File: config.mk
export PLATFORM = sky130hd
export DESIGN_NAME = gpio_top
export DESIGN_NICKNAME = d
export VERILOG_FILES = /design/src/verilog/bus_pkg.sv /design/src/verilog/gpio_pkg.sv /design/src/verilog/sysbus_credit_fifo.sv /design/src/verilog/sysbus_slave_port.sv /design/src/verilog/gpio_regs.sv /design/src/verilog/gpio_top.sv
export SDC_FILE = /design/constraint.sdc
export NUM_CORES = 1
export LEC_CHECK = 0
export BUFFER_PORTS_ARGS = -buffer_cell sky130_fd_sc_hd__buf_2
export CORE_MARGIN = 4
export CORE_UTILIZATION = 39
export CTS_CLUSTER_DIAMETER = 50
export DETAILED_ROUTE_END_ITERATION = 16
export PLACE_DENSITY = 0.68
export SKIP_CTS_REPAIR_TIMING = 1
export SLEW_MARGIN = 0
export SYNTH_ARGS = -nofsm -noshare
export SYNTH_HDL_FRONTEND = slang
export SYNTH_SLANG_ARGS = --single-unit
export TNS_END_PERCENT = 50
File: constraint.sdc
create_clock -name clk -period 5 [get_ports clk]
set_clock_uncertainty 0.2 [all_clocks]
set_input_delay 0 -clock clk [delete_from_list [all_inputs] [get_ports clk]]
set_output_delay 0 -clock clk [all_outputs]
set_load 0.03 [all_outputs]
File: src/verilog/bus_pkg.sv
// bus widths and buffer depths; REQ_DEPTH is also the host's starting request credit count
package bus_pkg;

  localparam int SYSBUS_ADDR_BITS = 12; // byte address inside the peripheral window
  localparam int SYSBUS_DATA_BITS = 64;
  localparam int SYSBUS_DATA_BYTES = SYSBUS_DATA_BITS / 8;

  localparam int REQ_DEPTH = 4;
  localparam int RESP_DEPTH = 4;

  // outstanding response credits the slave can hold
  localparam int RESP_CREDIT_BITS = 8;

  typedef struct packed {
    logic                         write;
    logic [SYSBUS_ADDR_BITS-1:0]  addr;
    logic [SYSBUS_DATA_BITS-1:0]  wdata;
    logic [SYSBUS_DATA_BYTES-1:0] wstrb;
  } sysbus_req_t; // 85 bits

  typedef struct packed {
    logic [SYSBUS_DATA_BITS-1:0] rdata;
  } sysbus_resp_t;

endpackage

File: src/verilog/gpio_pkg.sv
// GPIO register map constants; word index assumes a 12-bit byte address and 64-bit words
package gpio_pkg;

  localparam int GPIO_WIDTH = 12; // number of pins

  localparam int GPIO_SCRATCH_BITS = 32;

  // address bits 11..3 select the word
  localparam int GPIO_WORD_BITS = 9;

  localparam logic [GPIO_WORD_BITS-1:0] GPIO_WORD_DIR_IN = 9'd0; // direction + input
  localparam logic [GPIO_WORD_BITS-1:0] GPIO_WORD_OUT_SCRATCH = 9'd1; // output + scratch

  // all pins start as inputs
  localparam logic [GPIO_WIDTH-1:0] GPIO_DIR_RESET = '1;

endpackage

File: src/verilog/sysbus_credit_fifo.sv
// synchronous FIFO for credit-managed traffic; caller must never push while full or pop while empty
`timescale 1ns/1ps

module sysbus_credit_fifo #(
  parameter type T = logic [7:0],
  parameter int DEPTH = 4
) (
  input  logic clk,
  input  logic nrst,
  input  logic i_push,
  input  T     i_data,
  input  logic i_pop,
  output T     o_data,
  output logic o_empty,
  output logic o_full
);

  localparam int PTR_BITS = (DEPTH > 1) ? $clog2(DEPTH) : 1;
  localparam int CNT_BITS = $clog2(DEPTH + 1);
  localparam logic [PTR_BITS-1:0] LAST_PTR = PTR_BITS'(DEPTH - 1);
  localparam logic [CNT_BITS-1:0] FULL_CNT = CNT_BITS'(DEPTH);

  T mem [DEPTH];

  logic [PTR_BITS-1:0] wr_ptr;
  logic [PTR_BITS-1:0] rd_ptr;
  logic [CNT_BITS-1:0] count;

  always_ff @(posedge clk) begin
    if (i_push) begin
      mem[wr_ptr] <= i_data;
    end
  end

  always_ff @(posedge clk or negedge nrst) begin
    if (!nrst) begin
      wr_ptr <= '0;
      rd_ptr <= '0;
      count  <= '0;
    end else begin
      if (i_push) begin
        wr_ptr <= (wr_ptr == LAST_PTR) ? '0 : wr_ptr + 1'b1; // wrap for any depth
      end
      if (i_pop) begin
        rd_ptr <= (rd_ptr == LAST_PTR) ? '0 : rd_ptr + 1'b1;
      end
      case ({i_push, i_pop})
        2'b10:   count <= count + 1'b1;
        2'b01:   count <= count - 1'b1;
        default: ;
      endcase
    end
  end

  assign o_data  = mem[rd_ptr]; // head entry
  assign o_empty = (count == '0);
  assign o_full  = (count == FULL_CNT);

  // a push into a full buffer means the sender spent a credit it did not hold
  a_no_overflow: assert property (@(posedge clk) disable iff (!nrst) i_push |-> !o_full)
    else $error("credit fifo overflow");

  a_no_underflow: assert property (@(posedge clk) disable iff (!nrst) i_pop |-> !o_empty)
    else $error("credit fifo underflow");

endmodule

File: src/verilog/sysbus_slave_port.sv
// in-order slave port; host must start with REQ_DEPTH request credits and grant response credits
`timescale 1ns/1ps

module sysbus_slave_port import bus_pkg::*; (
  input  logic                         clk,
  input  logic                         nrst,
  input  logic                         i_req_valid,
  input  logic [SYSBUS_ADDR_BITS-1:0]  i_req_addr,
  input  logic                         i_req_write,
  input  logic [SYSBUS_DATA_BITS-1:0]  i_req_wdata,
  input  logic [SYSBUS_DATA_BYTES-1:0] i_req_wstrb,
  output logic                         o_req_credit,
  output logic                         o_resp_valid,
  output logic [SYSBUS_DATA_BITS-1:0]  o_resp_rdata,
  input  logic                         i_resp_credit,
  output logic                         o_access_valid,
  output logic [SYSBUS_ADDR_BITS-1:0]  o_access_addr,
  output logic                         o_access_write,
  output logic [SYSBUS_DATA_BITS-1:0]  o_access_wdata,
  output logic [SYSBUS_DATA_BYTES-1:0] o_access_wstrb,
  input  logic [SYSBUS_DATA_BITS-1:0]  i_access_rdata
);

  sysbus_req_t  req_in;
  sysbus_req_t  req_head;
  sysbus_resp_t resp_in;
  sysbus_resp_t resp_head;

  logic req_empty;
  logic resp_empty;
  logic resp_full;
  logic dispatch;
  logic resp_pop;
  logic req_credit_q;

  logic [RESP_CREDIT_BITS-1:0] resp_credits;

  assign req_in = '{
    write: i_req_write,
    addr:  i_req_addr,
    wdata: i_req_wdata,
    wstrb: i_req_wstrb
  };

  // request FIFO full flag is not needed, the host credit count guards it
  sysbus_credit_fifo #(
    .T     (sysbus_req_t),
    .DEPTH (REQ_DEPTH)
  ) u_req_fifo (
    .clk     (clk),
    .nrst    (nrst),
    .i_push  (i_req_valid),
    .i_data  (req_in),
    .i_pop   (dispatch),
    .o_data  (req_head),
    .o_empty (req_empty),
    .o_full  ()
  );

  assign dispatch = !req_empty && !resp_full; // stall when no room for the reply

  assign o_access_valid = dispatch;
  assign o_access_addr  = req_head.addr;
  assign o_access_write = req_head.write;
  assign o_access_wdata = req_head.wdata;
  assign o_access_wstrb = req_head.wstrb;

  assign resp_in = '{rdata: i_access_rdata}; // pre-write register contents

  sysbus_credit_fifo #(
    .T     (sysbus_resp_t),
    .DEPTH (RESP_DEPTH)
  ) u_resp_fifo (
    .clk     (clk),
    .nrst    (nrst),
    .i_push  (dispatch),
    .i_data  (resp_in),
    .i_pop   (resp_pop),
    .o_data  (resp_head),
    .o_empty (resp_empty),
    .o_full  (resp_full)
  );

  assign resp_pop     = !resp_empty && (resp_credits != '0);
  assign o_resp_valid = resp_pop;
  assign o_resp_rdata = resp_head.rdata;

  always_ff @(posedge clk or negedge nrst) begin
    if (!nrst) begin
      req_credit_q <= 1'b0;
      resp_credits <= '0;
    end else begin
      req_credit_q <= dispatch; // slot freed, give it back next cycle
      case ({i_resp_credit, resp_pop})
        2'b10:   resp_credits <= resp_credits + 1'b1;
        2'b01:   resp_credits <= resp_credits - 1'b1;
        default: ;
      endcase
    end
  end

  assign o_req_credit = req_credit_q;

  a_credit_range: assert property (@(posedge clk) disable iff (!nrst)
    (i_resp_credit && !resp_pop) |-> (resp_credits != '1))
    else $error("host granted more response credit than the counter holds");

endmodule

File: src/verilog/gpio_regs.sv
// GPIO registers; no interrupts, input pins are seen by reads two cycles after they change
`timescale 1ns/1ps

module gpio_regs import bus_pkg::*, gpio_pkg::*; (
  input  logic                         clk,
  input  logic                         nrst,
  input  logic                         i_access_valid,
  input  logic [SYSBUS_ADDR_BITS-1:0]  i_access_addr,
  input  logic                         i_access_write,
  input  logic [SYSBUS_DATA_BITS-1:0]  i_access_wdata,
  input  logic [SYSBUS_DATA_BYTES-1:0] i_access_wstrb,
  output logic [SYSBUS_DATA_BITS-1:0]  o_access_rdata,
  input  logic [GPIO_WIDTH-1:0]        i_gpio,
  output logic [GPIO_WIDTH-1:0]        o_gpio,
  output logic [GPIO_WIDTH-1:0]        o_gpio_dir
);

  localparam int HALF_BITS = SYSBUS_DATA_BITS / 2;
  localparam int HALF_BYTES = SYSBUS_DATA_BYTES / 2;

  logic [GPIO_WIDTH-1:0]        dir_q;
  logic [GPIO_WIDTH-1:0]        out_q;
  logic [GPIO_SCRATCH_BITS-1:0] scratch_q;
  logic [GPIO_WIDTH-1:0]        sync1_q;
  logic [GPIO_WIDTH-1:0]        sync2_q;

  logic [GPIO_WORD_BITS-1:0] word;
  logic                      wr_en;
  logic                      wr_lo;
  logic                      wr_hi;

  assign word  = i_access_addr[SYSBUS_ADDR_BITS-1:3]; // 64-bit word index
  assign wr_en = i_access_valid && i_access_write;
  assign wr_lo = wr_en && (|i_access_wstrb[HALF_BYTES-1:0]); // any strobe takes the field
  assign wr_hi = wr_en && (|i_access_wstrb[SYSBUS_DATA_BYTES-1:HALF_BYTES]);

  always_comb begin
    o_access_rdata = '0;
    case (word)
      GPIO_WORD_DIR_IN: begin
        o_access_rdata[GPIO_WIDTH-1:0] = dir_q;
        o_access_rdata[HALF_BITS +: GPIO_WIDTH] = sync2_q; // read-only
      end
      GPIO_WORD_OUT_SCRATCH: begin
        o_access_rdata[GPIO_WIDTH-1:0] = out_q;
        o_access_rdata[HALF_BITS +: GPIO_SCRATCH_BITS] = scratch_q;
      end
      default: ; // unmapped words read zero
    endcase
  end

  always_ff @(posedge clk or negedge nrst) begin
    if (!nrst) begin
      dir_q     <= GPIO_DIR_RESET;
      out_q     <= '0;
      scratch_q <= '0;
      sync1_q   <= '0;
      sync2_q   <= '0;
    end else begin
      sync1_q <= i_gpio;
      sync2_q <= sync1_q;
      if (wr_lo && word == GPIO_WORD_DIR_IN) begin
        dir_q <= i_access_wdata[GPIO_WIDTH-1:0];
      end
      if (wr_lo && word == GPIO_WORD_OUT_SCRATCH) begin
        out_q <= i_access_wdata[GPIO_WIDTH-1:0];
      end
      if (wr_hi && word == GPIO_WORD_OUT_SCRATCH) begin
        scratch_q <= i_access_wdata[HALF_BITS +: GPIO_SCRATCH_BITS];
      end
    end
  end

  assign o_gpio     = out_q;
  assign o_gpio_dir = dir_q;

endmodule

File: src/verilog/gpio_top.sv
// GPIO peripheral on the credit-based system bus; async active-low reset, no interrupt output
`timescale 1ns/1ps

module gpio_top import bus_pkg::*, gpio_pkg::*; (
  input  logic                         clk,
  input  logic                         nrst,
  input  logic                         i_req_valid,
  input  logic [SYSBUS_ADDR_BITS-1:0]  i_req_addr,
  input  logic                         i_req_write,
  input  logic [SYSBUS_DATA_BITS-1:0]  i_req_wdata,
  input  logic [SYSBUS_DATA_BYTES-1:0] i_req_wstrb,
  output logic                         o_req_credit,
  output logic                         o_resp_valid,
  output logic [SYSBUS_DATA_BITS-1:0]  o_resp_rdata,
  input  logic                         i_resp_credit,
  input  logic [GPIO_WIDTH-1:0]        i_gpio,
  output logic [GPIO_WIDTH-1:0]        o_gpio,
  output logic [GPIO_WIDTH-1:0]        o_gpio_dir
);

  logic                         access_valid;
  logic [SYSBUS_ADDR_BITS-1:0]  access_addr;
  logic                         access_write;
  logic [SYSBUS_DATA_BITS-1:0]  access_wdata;
  logic [SYSBUS_DATA_BYTES-1:0] access_wstrb;
  logic [SYSBUS_DATA_BITS-1:0]  access_rdata;

  sysbus_slave_port u_slave (
    .clk            (clk),
    .nrst           (nrst),
    .i_req_valid    (i_req_valid),
    .i_req_addr     (i_req_addr),
    .i_req_write    (i_req_write),
    .i_req_wdata    (i_req_wdata),
    .i_req_wstrb    (i_req_wstrb),
    .o_req_credit   (o_req_credit),
    .o_resp_valid   (o_resp_valid),
    .o_resp_rdata   (o_resp_rdata),
    .i_resp_credit  (i_resp_credit),
    .o_access_valid (access_valid),
    .o_access_addr  (access_addr),
    .o_access_write (access_write),
    .o_access_wdata (access_wdata),
    .o_access_wstrb (access_wstrb),
    .i_access_rdata (access_rdata)
  );

  gpio_regs u_regs (
    .clk            (clk),
    .nrst           (nrst),
    .i_access_valid (access_valid),
    .i_access_addr  (access_addr),
    .i_access_write (access_write),
    .i_access_wdata (access_wdata),
    .i_access_wstrb (access_wstrb),
    .o_access_rdata (access_rdata),
    .i_gpio         (i_gpio),
    .o_gpio         (o_gpio),
    .o_gpio_dir     (o_gpio_dir)
  );

endmodule

==> results of run 1 <==
-- registers in the layout (all words and copies together) (netlist names), 3 cells and up --
register                   cells
u_slave.u_req_fifo.mem       248
u_slave.u_resp_fifo.mem      176
u_regs.scratch_q              32
u_regs.o_gpio                 12
u_regs.o_gpio_dir             12
u_regs.sync1_q                12
u_regs.sync2_q                12
u_slave.resp_credits           8
u_slave.u_req_fifo.count       3
u_slave.u_resp_fifo.count      3
-- layer usage --
layer | up-vias | share of wire (%) | track usage (%)
met4 | 2 | 1.9 | 4.19
li1 | 4404 | - | -
met5 | - | 0.030 | 0
met3 | 54 | 4.4 | 3.48
met1 | 5039 | 43 | 19.6
met2 | 179 | 50 | 24.3
-- layout make-up --
class,instances,area (sq um)
sequential,527,15300
tap,672,841
timing repair buffer,290,2160
clock buffer,63,1430
antenna,4,10.0
clock inverter,38,362
fill,4173,25900
multi-input combinational,381,4380
inverter,16,60.1
-- cells in the final DEF, fill, tap and decap left out, types with 25 or more instances in the layout --
cell and count:
edfxtp_1 424, buf_2 146, dlygate4sd3_1 131, mux4_2 91, dfrtp_1 87, clkbuf_16 55
nor2_1 41, mux2_4 30, mux2_1 26, mux2i_1 25
-- power breakdown --
group          switching [W]  internal, W
Sequential          0.000462      0.00595
Combinational        0.00250      0.00164
Clock                0.00166      0.00232
-- per-stage QoR --
stage / std cells / setup slack [ns] / power [W]
finish: 1991 / 1.42 / 0.0145
detailed placement: 1754 / 1.44 / 0.0107
global route: 1990 / 1.18 / 0.0153
CTS: 1855 / 1.41 / 0.0147
floorplan: 985 / 1.22 / 0.00935
global placement: 1754 / 1.42 / 0.0106
-- worst max-delay path, cell delays in order (launching register included) --
cell and delay [ns]:
dfrtp_1 0.47, or3_1 0.43, nor2_1 0.17, a31oi_1 0.27, ha_1 0.51, xor2_1 0.23
ha_1 0.25, a31oi_1 0.17, o22ai_1 0.13, or3_1 0.35, a21oi_1 0.18, xor2_1 0.15
-- how the worst max path moves through the flow --
stage	depth (start not counted)	start	to	slack [ns]
global placement	11	u_slave.resp_credits[3]	u_slave.resp_credits[6]	1.42
CTS	11	u_slave.resp_credits[3]	u_slave.resp_credits[6]	1.41
finish	11	u_slave.resp_credits[3]	u_slave.resp_credits[6]	1.42
global route	11	u_slave.resp_credits[3]	u_slave.resp_credits[6]	1.18
detailed placement	11	u_slave.resp_credits[3]	u_slave.resp_credits[6]	1.44
floorplan	13	u_slave.resp_credits[3]	u_slave.resp_credits[6]	1.22
-- cell families (layout without fill, tap and decap cells) --
family / count (synthesis) / after routing / synth area share (%)
DFF: 527 / 527 / 76.6
muxes: 177 / 177 / 15.5
and+or+nand+nor: 118 / 118 / 3.00
buffers and inverters: 77 / 407 / 1.98
AOI/OAI and AO/OA: 31 / 31 / 1.00
xor gates and xnor gates: 18 / 18 / 0.788
adders and majority gates: 17 / 17 / 1.14
other: 1 / 24 / 0.0187
==> results.cfg, run 1 <==
[finish]
post-route-cell-area_sq_um = 24600
final_layout_size_suffix_gt1_share_pct = 30.2
post-route-util_pct = 48.7
layout-area-overhead-vs-synth_pct = 22.8
final_net_count = 1388

[synth]
post_synth_main_area_contributors = edfxtp_1 (64%), dfrtp_1 (11%), mux4_2 (10%)
synth.avg_cell_area_sq_um = 20.7
synth.lib_cells_used.distinct = 44
post_synthesis_cell_count = 966
synth_warn = 0
most_repeated_cell_in_the_gate_level_netlist_after_synthesis = edfxtp_1
synthesis.area_sq_um = 20000
synth-async-reset-ratio_pct = 19.5
yosys_register_bits = 527
netlist.area_leader.share_pct = 63.6
ys_top_cells_by_count = edfxtp_1 (424), dfrtp_1 (91), mux4_2 (91), nor2_1 (42), mux2_4 (30)
yosys.area.top_type = edfxtp_1
synth-main-ff-cell = edfxtp_1
synth-seq-area-share_pct = 76.6
number_of_flops_mapped_to_enable_cells_by_yosys = 424

[clock_tree]
cts-root-buf = clkbuf_16
max-clock-path-buffers = 3
h-tree-depth = 2
cts_tree = built
cts_inserted_buffers = 54
worst_skew_pair.late_latency_ns = 0.59
clkSlewWorstSetupHoldPaths_ns = 0.06
cts_num_sinks = 527

[sta]
setup_total_negative_slack_ns = 0
timing.final.crit_period_ns = 3.58
worst_pin_slew_ns = 1.09
setup_viol = 0
final-hold-violation-count = 8
setup_repair_after_global_routing_missed_its_margin = false
post-route-period-util_pct = 71.6
fmax_mhz = 279
slew_headroom_pct = 27.7
final-max-slew-violation-count = 0
timing.hold.ws_ns = -0.00854

[place]
gp_congestion = 0.768
portBuffers = 147
post-dp-hpwl_um = 23900
cell_area_placed_sq_um = 21400

[detailed_routing]
wl_per_cell_um = 20.4
final_antenna_net_count = 0
route.detailed.drc = 0
initialDrtViolationCount = 501
drt_pre_antenna_iters = 5
route.final.wire_length_um = 40600
route.detailed.vias_per_inst = 4.86
via_count = 9678

[floorplanning]
rows = 82
pin_count = 191
die_x_um = 235
die_area_sq_um = 55000
core_region_area_sq_um = 50500
initial_core_util_pct = 39.6
die-height_um = 235

[job]
max_cap_viol_count = 0

[setup_path]
r2r_setup_slack_ns = 1.42
criticalPathCategory = flop to flop
critical_path.max_fanout = 15
timing.critical_path.from_type = flop
timing.rr.end = u_slave.resp_credits[6]
rr_worst_depth = 11
critical_path.endpoint_type = flop
timing.rr.start = u_slave.resp_credits[3]
crit_arrival_ns = 3.89
cp_data_required_time_ns = 5.31

[grt]
first_global_vias = 9782
grt_antenna_before_repair = 5
grt_overflow = 0
pin_count_of_the_biggest_net_entering_global_routing = 63
grt_pass1_wl_um = 60400
grt_overall_usage_pct = 14.7

[status]
status = finished, violations left
failed_checks = hold timing

[pwr]
power.ir.vdd_worst_mv = 0.316
cellLeakagePower_nw = 9.16
p_per_area_nw_per_um2 = 591

[hold_path]
min_path_cells = 2
min_to = u_slave.u_req_fifo.mem[3][5]
hold_path_class = input port to flop
min-delay-start = i_req_wstrb[5]
Note: power is estimated with default switching activity, not from simulation.
==> inputs of run 2 (changes only) <==
Settings changed: ABC_AREA set to 1.
Clock period 5 ns to 3.4 ns, I/O delays scaled along.
==> results.cfg, run 2 <==
[setup_path]
crit_chain = buf_4 -> o21ai_0 -> o22ai_1 -> buf_2
critPathMaxStageDelay_ns = 0.83
criticalPathCategory = flop to primary output
timing.critical_path.from_type = flop
crit_arrival_ns = 2.72
critical_path.endpoint_type = primary output
critical_path.max_fanout = 48
cp_data_required_time_ns = 3.20
crit_slowest_cell = dfrtp_2

[finish]
post-route-cell-area_sq_um = 25000
mostFrequentLayoutCells = edfxtp_1 (424), nand2_1 (275), nor2_1 (245)
layout.cells.most_common = edfxtp_1
largest_register = u_slave.u_req_fifo.mem
instances_no_fill = 2654
reg_top3 = u_slave.u_req_fifo.mem x248, u_slave.u_resp_fifo.mem x176, u_regs.scratch_q x32
layout-area-overhead-vs-synth_pct = 21.9
final_layout_size_suffix_gt1_share_pct = 14.4
largest_register_ff_count = 248
final_net_count = 2040

[floorplanning]
die_area_sq_um = 56400
die-height_um = 237
pin_count = 191
initial_core_util_pct = 39.7
core_region_area_sq_um = 51700
rows = 83
die_x_um = 237

[clock_tree]
clkSlewWorstSetupHoldPaths_ns = 0.06
cts-root-buf = clkbuf_16
cts_inserted_buffers = 52
h-tree-depth = 2
cts_tree = built
max-clock-path-buffers = 3
cts_num_sinks = 527
worst_skew_pair.late_latency_ns = 0.59

[pwr]
p_per_area_nw_per_um2 = 924
power.ir.vdd_worst_mv = 0.420
cellLeakagePower_nw = 9.70

[synth]
ys_top_cells_by_count = edfxtp_1 (424), nand2_1 (275), nor2_1 (249), o21ai_0 (194), dfrtp_1 (91)
synth.lib_cells_used.distinct = 32
yosys.area.top_type = edfxtp_1
netlist.area_leader.share_pct = 62.0
yosys_register_bits = 527
synth.avg_cell_area_sq_um = 12.4
synthesis.area_sq_um = 20500
post_synth_main_area_contributors = edfxtp_1 (62%), dfrtp_1 (11%), nand2_1 (5.0%)
number_of_flops_mapped_to_enable_cells_by_yosys = 424
synth-async-reset-ratio_pct = 19.5
most_repeated_cell_in_the_gate_level_netlist_after_synthesis = edfxtp_1
post_synthesis_cell_count = 1653
synth-seq-area-share_pct = 74.6
synth-main-ff-cell = edfxtp_1
synth_warn = 0

[place]
cell_area_placed_sq_um = 21900
post-dp-hpwl_um = 28000
dp_cells = 2419
portBuffers = 147
placement.setup.worst_slack_ns = 0.529
gp_congestion = 0.809

[sta]
timing.final.crit_period_ns = 2.92
slew_headroom_pct = 44.2
setup_repair_after_global_routing_missed_its_margin = false
fin_ws_ns = 0.478
worst_pin_slew_ns = 0.837
final-hold-violation-count = 11
setup_total_negative_slack_ns = 0
fmax_mhz = 342
final-max-slew-violation-count = 0
post-route-period-util_pct = 86.0
timing.hold.ws_ns = -0.00978
setup_viol = 0

[detailed_routing]
final_antenna_net_count = 0
route.final.wire_length_um = 45800
route.detailed.vias_per_inst = 4.86
initialDrtViolationCount = 889
wl_per_cell_um = 17.3
route.detailed.drc = 0
via_count = 12900
drt_pre_antenna_iters = 5

[grt]
grt_antenna_before_repair = 9
first_global_vias = 11900
grt_pass1_wl_um = 69000
grt_overall_usage_pct = 15.6
grt_overflow = 0
pin_count_of_the_biggest_net_entering_global_routing = 104

[status]
status = finished, violations left
failed_checks = hold timing

[hold_path]
hold_path_class = input port to flop

[job]
max_cap_viol_count = 0
## run 2: cell count changes after synthesis, moves of 81 or more
cell,delta
mux4_2,-91
nand2_1,+263
nand3_1,+81
nor2_1,+207
o21ai_0,+186
o22ai_1,+88
## run 2: logic make-up (layout without fill, tap and decap cells)
family	after synthesis	after routing	synth area share [%]
and+or+nand+nor	626	626	12.3
adders and majority gates	17	17	1.11
other	1	28	0.0183
buffers and inverters	186	480	4.10
xor gates and xnor gates	6	6	0.256
AOI/OAI and AO/OA	290	290	7.62
DFF	527	527	74.6
## run 2: layer usage
metal,track usage (%),part of all wire [%],vias to the layer above
li1,-,-,6306
met1,21.3,45,6229
met2,24.4,47,286
met3,4.94,5.7,79
met4,4.19,2.3,4
met5,0,0.048,-
## run 2: path summary, 6_finish.rpt
check,start,end,slack [ns],depth (start not counted)
max,u_slave.u_resp_fifo.rd_ptr[0],o_resp_rdata[62],0.48,4
min,i_req_wdata[51],u_slave.u_req_fifo.mem[0][59],-0.01,2
max reg2reg,u_slave.resp_credits[1],u_slave.resp_credits[4],0.49,13
min reg2reg,u_regs.sync1_q[8],u_regs.sync2_q[8],0.15,0
max in group asynchronous,nrst,u_slave.u_req_fifo.rd_ptr[0],2.10,4
min in group asynchronous,nrst,u_slave.u_resp_fifo.rd_ptr[1],0.43,4
## run 2: metrics by stage
step                total power, W  utilization, %
floorplan                   0.0148               -
global placement            0.0172            42.4
detailed placement          0.0174            42.4
CTS                         0.0233            45.9
global route                0.0246            48.4
finish                      0.0231            48.4
## run 2: where the power goes
part | internal, W | switching, W
clock | 0.00348 | 0.00234
sequential | 0.00895 | 0.000689
combinational | 0.00206 | 0.00560
## run 2: cell type report
cell class                 instances  area, sq um
inverter                          80          303
timing repair buffer             302         2290
antenna                            8         20.0
multi-input combinational        959         4470
clock inverter                    21          255
sequential                       527        15300
fill                            4457        26700
tap                              680          851
clock buffer                      77         1520
## run 2: worst max-delay path, delay by kind of cell (launching register included)
| kind | cells | cell delay, ns |
|---|---|---|
| buffers and inverters | 2 | 0.79 |
| DFF | 1 | 0.83 |
| AOI/OAI and AO/OA | 2 | 0.48 |
==> inputs of run 3 (changes only) <==
Settings changed: PLACE_DENSITY 0.68 to 0.57.
==> results.cfg, run 3 (same netlist as run 2, synthesis figures left out) <==
[status]
status = finished, violations left
failed_checks = hold timing

[floorplanning]
die_x_um = 237
rows = 83
die-height_um = 237
core_region_area_sq_um = 51700
die_area_sq_um = 56400
initial_core_util_pct = 39.7
pin_count = 191

[grt]
grt_overall_usage_pct = 16.1
first_global_vias = 12100
grt_antenna_before_repair = 9
grt_overflow = 0
grt_pass1_wl_um = 71400
pin_count_of_the_biggest_net_entering_global_routing = 86

[sta]
final-hold-violation-count = 8
timing.hold.ws_ns = -0.00860
setup_repair_after_global_routing_missed_its_margin = false
fmax_mhz = 329
worst_pin_slew_ns = 0.870
fin_ws_ns = 0.363
post-route-period-util_pct = 89.3
setup_viol = 0
slew_headroom_pct = 42.0
setup_total_negative_slack_ns = 0
timing.final.crit_period_ns = 3.04
final-max-slew-violation-count = 0

[pwr]
cellLeakagePower_nw = 9.77
report.power.total_w = 0.0231
p_per_area_nw_per_um2 = 917
power.ir.vdd_worst_mv = 0.469

[setup_path]
r2r_setup_slack_ns = 0.36
cp_data_required_time_ns = 3.58
critical_path.endpoint_type = flop
criticalPathCategory = flop to flop
critical_path.max_fanout = 21
timing.critical_path.from_type = flop
crit_arrival_ns = 3.21

[place]
placement.setup.worst_slack_ns = 0.358
gp_congestion = 0.769
dp_cells = 2425
portBuffers = 147
post-dp-hpwl_um = 29100

[clock_tree]
clkSlewWorstSetupHoldPaths_ns = 0.06
worst_skew_pair.late_latency_ns = 0.58
max-clock-path-buffers = 3
cts-root-buf = clkbuf_16
cts_num_sinks = 527
cts_inserted_buffers = 54
cts_tree = built
h-tree-depth = 2

[detailed_routing]
drt_pre_antenna_iters = 5
route.detailed.vias_per_inst = 4.84
route.detailed.drc = 0
wl_per_cell_um = 17.8
final_antenna_net_count = 0
initialDrtViolationCount = 947
via_count = 12900
route.final.wire_length_um = 47700

[finish]
mostFrequentLayoutCells = edfxtp_1 (424), nand2_1 (275), nor2_1 (245)
largest_register_ff_count = 248
reg_top3 = u_slave.u_req_fifo.mem x248, u_slave.u_resp_fifo.mem x176, u_regs.scratch_q x32
post-route-util_pct = 48.7
instances_no_fill = 2673
fill_cells = 4606
layout-area-overhead-vs-synth_pct = 22.7
layout.cells.most_common = edfxtp_1
final_net_count = 2059
final_layout_size_suffix_gt1_share_pct = 14.6
largest_register = u_slave.u_req_fifo.mem

[hold_path]
hold_path_class = input port to flop

[job]
max_cap_viol_count = 0
[run 3: cell count changes in the layout (fill, tap and decap cells not counted), sizes merged]
cell | previous run | this run
buf | 173 | 180
bufinv | 5 | 2
clkbuf | 77 | 83
clkinv | 12 | 11
clkinvlp | 2 | 4
diode | 8 | 7
dlygate4sd3 | 129 | 139
inv | 82 | 81
[run 3: worst max-delay path: stages, from the launching register on]
cell and delay, ns:
dfrtp_2 0.55, inv_4 0.25, nand2_1 0.10, nand3_1 0.09, nand2_1 0.07, nand3b_1 0.19
nor2_4 0.46, inv_1 0.51, nor2_1 0.39
[run 3: metrics by stage]
step / area, sq um / hold WS [ns]
floorplan: 20600 / -0.496
global placement: 22000 / -0.115
detailed placement: 22000 / -0.110
CTS: 23800 / -0.751
global route: 25200 / -0.00787
finish: 25200 / -0.00860
[run 3: final timing paths]
kind	cells past startpoint	end	startpoint
setup / recovery	8	u_slave.u_resp_fifo.mem[3][28]	u_slave.u_req_fifo.rd_ptr[0]
hold / removal	2	u_slave.u_req_fifo.mem[1][2]	i_req_wstrb[2]
setup reg to reg	8	u_slave.u_resp_fifo.mem[3][28]	u_slave.u_req_fifo.rd_ptr[0]
hold reg to reg	0	u_regs.sync2_q[6]	u_regs.sync1_q[6]
max in group asynchronous	4	u_regs.o_gpio_dir[0]	nrst
min in group asynchronous	3	u_regs.o_gpio_dir[9]	nrst
[run 3: layout make-up]
type | count | area, sq um | area share (%)
Antenna cell | 7 | 17.5 | 0.0695
Sequential cell | 527 | 15300 | 60.8
Clock inverter | 18 | 158 | 0.626
Tap cell | 680 | 851 | 3.38
Timing Repair Buffer | 319 | 2510 | 9.96
Clock buffer | 83 | 1560 | 6.21
Multi-Input combinational cell | 959 | 4470 | 17.7
Inverter | 80 | 303 | 1.20
[run 3: report_power, final]
| part | total, W | leakage, nW | internal [W] | switching [W] |
|---|---|---|---|---|
| clock | 0.00569 | 0.824 | 0.00332 | 0.00237 |
| combinational | 0.00779 | 3.69 | 0.00214 | 0.00565 |
| sequential | 0.00964 | 5.25 | 0.00895 | 0.000692 |
[run 3: routing by layer]
layer	global-route usage, %	vias up	wire length (um)
li1	-	6340	-
met1	22.1	6277	21500
met2	25.5	257	22700
met3	4.76	62	2570
met4	4.03	4	853
met5	0	-	23
